<file path="config.mk">
export PLATFORM = sky130hd
export DESIGN_NAME = dot_engine
export DESIGN_NICKNAME = d
export VERILOG_FILES = /design/src/source/dot_pkg.sv /design/src/source/delay_stream.sv /design/src/source/dot_engine.sv /design/src/source/element_counter.sv /design/src/source/job_control.sv /design/src/source/stream_accumulator.sv /design/src/source/stream_multiplier.sv
export SDC_FILE = /design/constraint.sdc
export NUM_CORES = 1
export LEC_CHECK = 0
export ABC_CLOCK_PERIOD_IN_PS = 10800
export BUFFER_PORTS_ARGS = -buffer_cell sky130_fd_sc_hd__buf_4
export CORE_ASPECT_RATIO = 1.2
export CORE_UTILIZATION = 56
export DETAILED_ROUTE_END_ITERATION = 10
export GPL_TIMING_DRIVEN = 0
export PLACE_DENSITY = 0.82
export SLEW_MARGIN = 20
export SYNTH_ARGS = -nofsm -noshare
export SYNTH_HDL_FRONTEND = slang
export SYNTH_HIERARCHICAL = 1
export SYNTH_SLANG_ARGS = --single-unit
</file>
<file path="constraint.sdc">
create_clock -name aclk -period 10.8 [get_ports aclk]
set_input_delay 1.08 -clock aclk [delete_from_list [all_inputs] [get_ports aclk]]
set_output_delay 1.08 -clock aclk [all_outputs]
set_load 0.05 [all_outputs]
</file>
<file path="src/source/dot_pkg.sv">
package dot_pkg;

    // operand, product and running sum, all modulo 2^16
    typedef logic [15:0] data_t;

    typedef logic [3:0]  user_t;  // job tag sideband
    typedef logic [7:0]  len_t;   // 0 means 256 elements

    typedef enum logic [1:0] {
        ST_IDLE,    // waiting for req
        ST_STREAM,  // taking operand pairs
        ST_DRAIN,   // last pair in flight
        ST_DONE     // result latched, ack high
    } ctrl_state_t;

endpackage

</file>
<file path="src/source/delay_stream.sv">
`timescale 1ns/1ps

module delay_stream
    import dot_pkg::*;
#(
    parameter int N = 1
) (
    input  logic  aclk,
    input  logic  aclken,
    input  logic  rst_n,

    input  logic  valid_in,
    input  data_t data_in,
    input  logic  last_in,
    input  user_t user_in,

    output logic  valid_out,
    output data_t data_out,
    output logic  last_out,
    output user_t user_out
);

    logic [N-1:0] valid_q;
    logic [N-1:0] last_q;
    data_t        data_q [N];
    user_t        user_q [N];

    always_ff @(posedge aclk) begin
        if (!rst_n) begin
            valid_q <= '0;
            last_q  <= '0;
        end else if (aclken) begin
            valid_q[0] <= valid_in;
            last_q[0]  <= last_in;
            for (int i = 1; i < N; i++) begin
                valid_q[i] <= valid_q[i-1];
                last_q[i]  <= last_q[i-1];
            end
        end
    end

    // payload only, qualified by valid
    always_ff @(posedge aclk) begin
        if (aclken) begin
            data_q[0] <= data_in;
            user_q[0] <= user_in;
            for (int i = 1; i < N; i++) begin
                data_q[i] <= data_q[i-1];
                user_q[i] <= user_q[i-1];
            end
        end
    end

    assign valid_out = valid_q[N-1];
    assign last_out  = last_q[N-1];
    assign data_out  = data_q[N-1];
    assign user_out  = user_q[N-1];

endmodule

</file>
<file path="src/source/dot_engine.sv">
`timescale 1ns/1ps

module dot_engine
    import dot_pkg::*;
#(
    parameter int MUL_DELAY = 3,
    parameter int ACC_DELAY = 2
) (
    input  logic  aclk,
    input  logic  aclken,
    input  logic  rst_n,

    input  logic  req,
    input  len_t  vec_len,
    input  user_t tag,
    output logic  ack,

    output logic  take,
    input  logic  a_valid,
    input  logic  b_valid,
    input  data_t a_data,
    input  data_t b_data,

    output data_t result,
    output user_t result_tag
);

    logic  cnt_load;
    logic  at_last;
    logic  pair_accept;
    logic  pair_last;
    user_t job_tag;

    logic  mul_valid;
    data_t mul_data;
    logic  mul_last;
    user_t mul_user;

    logic  acc_valid;
    data_t acc_data;
    logic  acc_last;
    user_t acc_user;

    job_control u_ctrl (
        .aclk        (aclk),
        .aclken      (aclken),
        .rst_n       (rst_n),
        .req         (req),
        .tag         (tag),
        .a_valid     (a_valid),
        .b_valid     (b_valid),
        .at_last     (at_last),
        .res_valid   (acc_valid),
        .res_last    (acc_last),
        .res_data    (acc_data),
        .res_user    (acc_user),
        .ack         (ack),
        .take        (take),
        .cnt_load    (cnt_load),
        .pair_accept (pair_accept),
        .pair_last   (pair_last),
        .job_tag     (job_tag),
        .result      (result),
        .result_tag  (result_tag)
    );

    element_counter u_cnt (
        .aclk    (aclk),
        .aclken  (aclken),
        .rst_n   (rst_n),
        .load    (cnt_load),
        .vec_len (vec_len),
        .step    (pair_accept),
        .at_last (at_last)
    );

    stream_multiplier #(
        .MUL_DELAY (MUL_DELAY)
    ) u_mul (
        .aclk      (aclk),
        .aclken    (aclken),
        .rst_n     (rst_n),
        .valid_in  (pair_accept),
        .a_data    (a_data),
        .b_data    (b_data),
        .last_in   (pair_last),
        .user_in   (job_tag),
        .valid_out (mul_valid),
        .data_out  (mul_data),
        .last_out  (mul_last),
        .user_out  (mul_user)
    );

    stream_accumulator #(
        .ACC_DELAY (ACC_DELAY)
    ) u_acc (
        .aclk      (aclk),
        .aclken    (aclken),
        .rst_n     (rst_n),
        .valid_in  (mul_valid),
        .data_in   (mul_data),
        .last_in   (mul_last),
        .user_in   (mul_user),
        .valid_out (acc_valid),
        .data_out  (acc_data),
        .last_out  (acc_last),
        .user_out  (acc_user)
    );

endmodule

</file>
<file path="src/source/element_counter.sv">
`timescale 1ns/1ps

module element_counter
    import dot_pkg::*;
(
    input  logic aclk,
    input  logic aclken,
    input  logic rst_n,

    input  logic load,
    input  len_t vec_len,
    input  logic step,

    output logic at_last
);

    len_t remaining;  // elements left after the current one

    always_ff @(posedge aclk) begin
        if (!rst_n) begin
            remaining <= '0;
        end else if (aclken) begin
            if (load) begin
                remaining <= vec_len - len_t'(1);  // 0 wraps to 255
            end else if (step) begin
                remaining <= remaining - len_t'(1);
            end
        end
    end

    assign at_last = (remaining == '0);

endmodule

</file>
<file path="src/source/job_control.sv">
`timescale 1ns/1ps

module job_control
    import dot_pkg::*;
(
    input  logic  aclk,
    input  logic  aclken,
    input  logic  rst_n,

    input  logic  req,
    input  user_t tag,
    input  logic  a_valid,
    input  logic  b_valid,
    input  logic  at_last,

    input  logic  res_valid,
    input  logic  res_last,
    input  data_t res_data,
    input  user_t res_user,

    output logic  ack,
    output logic  take,
    output logic  cnt_load,
    output logic  pair_accept,
    output logic  pair_last,
    output user_t job_tag,
    output data_t result,
    output user_t result_tag
);

    ctrl_state_t state;

    assign take        = (state == ST_STREAM);
    assign ack         = (state == ST_DONE);
    assign cnt_load    = (state == ST_IDLE) && req;
    assign pair_accept = take && a_valid && b_valid;  // sinks also wait for aclken
    assign pair_last   = pair_accept && at_last;

    always_ff @(posedge aclk) begin
        if (!rst_n) begin
            state      <= ST_IDLE;
            result     <= '0;
            result_tag <= '0;
        end else if (aclken) begin
            case (state)
                ST_IDLE: begin
                    if (req) begin
                        state <= ST_STREAM;
                    end
                end
                ST_STREAM: begin
                    if (pair_last) begin
                        state <= ST_DRAIN;
                    end
                end
                ST_DRAIN: begin
                    if (res_valid && res_last) begin  // final sum of this job
                        state      <= ST_DONE;
                        result     <= res_data;
                        result_tag <= res_user;
                    end
                end
                ST_DONE: begin
                    if (!req) begin
                        state <= ST_IDLE;
                    end
                end
                default: begin
                    state <= ST_IDLE;
                end
            endcase
        end
    end

    always_ff @(posedge aclk) begin
        if (aclken && cnt_load) begin
            job_tag <= tag;  // rides along as user
        end
    end

endmodule

</file>
<file path="src/source/stream_accumulator.sv">
`timescale 1ns/1ps

module stream_accumulator
    import dot_pkg::*;
#(
    parameter int ACC_DELAY = 2
) (
    input  logic  aclk,
    input  logic  aclken,
    input  logic  rst_n,

    input  logic  valid_in,
    input  data_t data_in,
    input  logic  last_in,
    input  user_t user_in,

    output logic  valid_out,
    output data_t data_out,
    output logic  last_out,
    output user_t user_out
);

    logic  clear;
    logic  hold_valid;
    data_t hold_data;
    logic  hold_last;
    user_t hold_user;
    data_t held_sum;
    data_t sum_in;

    // set once a vector has ended, so the next input starts a new sum
    always_ff @(posedge aclk) begin
        if (!rst_n) begin
            clear <= 1'b1;
        end else if (aclken && valid_in) begin
            clear <= last_in;
        end
    end

    assign held_sum = clear ? '0 : hold_data;
    assign sum_in   = valid_in ? data_in + held_sum : held_sum;  // sum rides through gaps

    delay_stream #(
        .N (1)
    ) u_sum_reg (
        .aclk      (aclk),
        .aclken    (aclken),
        .rst_n     (rst_n),
        .valid_in  (valid_in),
        .data_in   (sum_in),
        .last_in   (last_in),
        .user_in   (user_in),
        .valid_out (hold_valid),
        .data_out  (hold_data),
        .last_out  (hold_last),
        .user_out  (hold_user)
    );

    if (ACC_DELAY > 1) begin : g_tail
        delay_stream #(
            .N (ACC_DELAY - 1)
        ) u_tail (
            .aclk      (aclk),
            .aclken    (aclken),
            .rst_n     (rst_n),
            .valid_in  (hold_valid),
            .data_in   (hold_data),
            .last_in   (hold_last),
            .user_in   (hold_user),
            .valid_out (valid_out),
            .data_out  (data_out),
            .last_out  (last_out),
            .user_out  (user_out)
        );
    end else begin : g_bypass
        assign valid_out = hold_valid;
        assign data_out  = hold_data;
        assign last_out  = hold_last;
        assign user_out  = hold_user;
    end

endmodule

</file>
<file path="src/source/stream_multiplier.sv">
`timescale 1ns/1ps

module stream_multiplier
    import dot_pkg::*;
#(
    parameter int MUL_DELAY = 3
) (
    input  logic  aclk,
    input  logic  aclken,
    input  logic  rst_n,

    input  logic  valid_in,
    input  data_t a_data,
    input  data_t b_data,
    input  logic  last_in,
    input  user_t user_in,

    output logic  valid_out,
    output data_t data_out,
    output logic  last_out,
    output user_t user_out
);

    data_t product;

    // truncated to 16 bits, zero between pairs
    assign product = valid_in ? a_data * b_data : '0;

    delay_stream #(
        .N (MUL_DELAY)
    ) u_mul_pipe (
        .aclk      (aclk),
        .aclken    (aclken),
        .rst_n     (rst_n),
        .valid_in  (valid_in),
        .data_in   (product),
        .last_in   (last_in),
        .user_in   (user_in),
        .valid_out (valid_out),
        .data_out  (data_out),
        .last_out  (last_out),
        .user_out  (user_out)
    );

endmodule

</file>
==> results.cfg <==
[status]
status = completed

[cells_and_area]
nets = 1263
num_antenna_cells = 0
layout-drive-gt1-share_pct = 15.0
synthToLayoutAreaGrowth_pct = 13.4
stdcell_count = 1300
fillers = 1407

[logic_synthesis]
ys_ff_latch = 145
synth-edff-count = 104
synth_nets = 1174
synth_area_um2 = 10400
ys.flop_type = edfxtp_1
ys_seq_area_share_pct = 37.8
synthArstFlopShare_pct = 0
avgSynthCellArea_um2 = 10.7
synth_top_area_share_pct = 29.9
yosysWarnings = 6
synth_area_leader_cell = edfxtp_1
synth_cells = 974
ys_top_cells_by_area = edfxtp_1 30%, fa_1 16%, ha_1 8.3%, dfxtp_1 7.9%, nand2_1 4.6%
netlist-cell-type-count = 76

[route]
via_per_inst = 5.45
wirelength_um = 20600
drt_first_pass_iters = 6
antenna_left = 0
drc_errors = 0
wl_per_cell_um = 15.8
vias = 7088
drt_iter0_drc = 445

[sta]
maxSlewHeadroom_pct = 34.6
setup_viol = 0
finalSetupTns_ns = 0
fin_crit_sh_pct = 58.8
clock_skew_ns = 0.00995
fmaxAchievable_mhz = 157
layout_min_cycle_time_ns = 6.35
rsz0062_at_grt = no
finalWorstSetupSlack_ns = 4.45
drv_slew = 0
tightestPinTransition_ns = 0.981
finalHoldViolations = 0

[clock_network]
root_buffer = clkbuf_16
cts_resized = 0
cts_max_level = 4
cts_tree = built
cts_num_sinks = 145
cts_buffer_depth = 2
post_cts_buffers = 0
clk_latency_ns = 0.41
numCtsBuffers = 17
cts_hold_buf = 0
clk_pin_slew_worst_paths_ns = 0.06

[placed_design]
hpwl_um = 15600
port_buffers = 70
place_congestion = 0.911
post-place-ws_ns = 4.03
dp.cells = 1268

[critical_path]
cp-end-kind = flop
slowest_delay_ns = 0.61
path_common_cell = fa_1
worst-setup-path-type = in2reg
worstPathCellList = buf_4 > clkbuf_1 > nand2_1 > fa_1 > fa_1 > fa_1 > fa_1 > inv_1 > fa_1 > inv_1 > fa_1 > inv_1 > ha_1 > a21o_1 > a21oi_1 > nor2_1 > a211oi_1 > o21a_1 > xnor2_1 > and2_1
required_ns = 10.97
crit_family = adder cells
cp.arrival_ns = 6.52
cp_slowest_cell = fa_1
cp_max_fo = 10
crit_buf_inv = 5
start_kind = primary input

[die]
die_w_um = 127
pin_count = 72
initial_utilization_pct = 57.4
die_y_um = 151
rows = 54
fp.dieArea_um2 = 19200
placeableCoreArea_um2 = 18200

[pwr]
pwr-share-comb_pct = 48.8
leakage_nw = 5.18
p_int_w = 0.00151
ir_drop_mv = 0.244
p_sw_w = 0.000873
power_density_nw_per_um2 = 202
power_w = 0.00238
clockPowerShare_pct = 24.0
p_seq_share_pct = 27.2
p_sw_share_pct = 36.6

[global_route]
gr-total-overflow = 0
grt_pass1_wl_um = 34200
grtUsageTotal_pct = 22.9
grtUsageMet1_pct = 25.0
grt_use_met3_pct = 2.88
grt_max_degree = 113
antenna_found_initial = 0
met2_usage_pct = 43.7
busiest_layer = met2
grt_pass1_vias = 7397

[hold_path]
hp-class = reg2reg

[flow_run]
cap_violations = 0
-- power by group through the flow --
stage	clock [W]	sequential, W	combinational, W
finish	0.000572	0.000648	0.00116
global route	0.000605	0.000650	0.00131
CTS	0.000583	0.000648	0.00117
detailed placement	0	0.000659	0.00116
global placement	0	0.000657	0.00111
floorplan	0	0.000654	0.000892
-- through the flow --
stage | util (%) | hold WS (ns) | instance area, um2
after floorplan | - | 0.400 | 10400
after global placement | 61.8 | 0.400 | 11200
after detailed placement | 61.8 | 0.405 | 11200
after CTS | 65.0 | 0.413 | 11800
after global routing | 65.0 | 0.416 | 11800
final | 65.0 | 0.412 | 11800
-- kinds of logic after synthesis --
kind of cell    share of synthesized area [%]
mux                                      2.87
buf+inv                                  7.23
flops                                    37.8
xor+xnor                                 4.30
simple gates                             15.5
fa+ha+maj                                23.8
compound gates                           8.49
-- placed cells by master, fill, tap and decap left out, drive strengths merged, types with 4 or more instances in the layout --
cell type    n
edfxtp     104
fa          81
a21boi      22
nand2      129
ha          69
xor2        11
a21o        10
and2        76
nand4        8
o21a         4
nor3         6
a31oi       11
mux2        12
a211oi       4
nand3        9
and3         5
nor2        27
buf        101
mux2i       16
o211ai       7
o21ai       15
a21oi       20
xnor2       35
dfxtp       41
clkinv       6
nand2b       4
inv        129
nor2b       30
clkbuf      35
-- final cells by class --
cell class	instances	area (um2)	share of cell area [%]
multi-input combinational	655	5730	48.5
sequential	145	3940	33.4
timing repair buffer	70	529	4.48
inverter	125	469	3.97
clock buffer	17	425	3.60
buffer	49	285	2.41
tap	224	280	2.37
clock inverter	15	158	1.33
-- state kept, by name (all words and copies together) (netlist names) --
name,count
u_acc/clear,1
u_acc/g_tail.u_tail/data_q,16
u_acc/g_tail.u_tail/last_out,1
u_acc/g_tail.u_tail/user_q,4
u_acc/g_tail.u_tail/valid_out,1
u_acc/u_sum_reg/data_q,16
u_acc/u_sum_reg/last_out,1
u_acc/u_sum_reg/user_q,4
u_acc/u_sum_reg/valid_out,1
u_cnt/remaining,8
u_ctrl/job_tag,4
u_ctrl/result,16
u_ctrl/result_tag,4
u_ctrl/state,2
u_mul/u_mul_pipe/data_q,48
u_mul/u_mul_pipe/last_q,3
u_mul/u_mul_pipe/user_q,12
u_mul/u_mul_pipe/valid_q,3
-- worst reg2reg max path: stages, from the launching register on --
cell,delay [ns]
dfxtp_1,0.52
clkbuf_1,0.47
nor2b_1,0.14
ha_1,0.24
fa_1,0.40
a21o_1,0.22
a31oi_1,0.44
o21ai_1,0.13
a41o_1,0.28
nand4b_1,0.09
or3b_1,0.35
-- synth_stat cells (2+ instances only) --
cell type,n
a2111o_1,2
a2111oi_4,2
a211oi_1,4
a21boi_0,21
a21o_1,10
a21oi_1,20
a31oi_1,11
and2_1,75
and3_1,4
buf_1,2
buf_2,6
buf_4,21
buf_6,2
clkbuf_1,18
dfxtp_1,41
edfxtp_1,104
fa_1,81
ha_1,69
inv_1,123
inv_2,2
mux2_2,11
mux2i_1,16
nand2_1,127
nand2_2,2
nand2b_1,4
nand3_1,8
nand3b_1,3
nand4_1,8
nor2_1,27
nor2b_1,30
nor3_1,5
o211a_1,2
o211ai_1,7
o21a_1,4
o21ai_0,14
o21bai_1,2
o22a_1,2
o311a_1,2
or3_1,3
xnor2_1,33
xnor2_2,2
xor2_1,10
-- per-layer routing --
layer | wire length (um) | share of wire (%)
met1 | 8030 | 39
met2 | 11200 | 54
met3 | 690 | 3.4
met4 | 657 | 3.2
met5 | 0 | 0
-- path summary, 6_finish.rpt --
path                                                      from                             end  slack [ns]  cells past startpoint
worst max register to register                     u_acc/clear   u_acc/u_sum_reg/data_q[0][14]        7.26                     10
worst min-delay path            u_mul/u_mul_pipe/data_q[0][12]  u_mul/u_mul_pipe/data_q[0][28]        0.41                      0
worst max-delay path                                 b_data[1]  u_mul/u_mul_pipe/data_q[0][15]        4.45                     20
worst min register to register  u_mul/u_mul_pipe/data_q[0][12]  u_mul/u_mul_pipe/data_q[0][28]        0.41                      0
No activity file was read; power rests on OpenSTA's default activity.
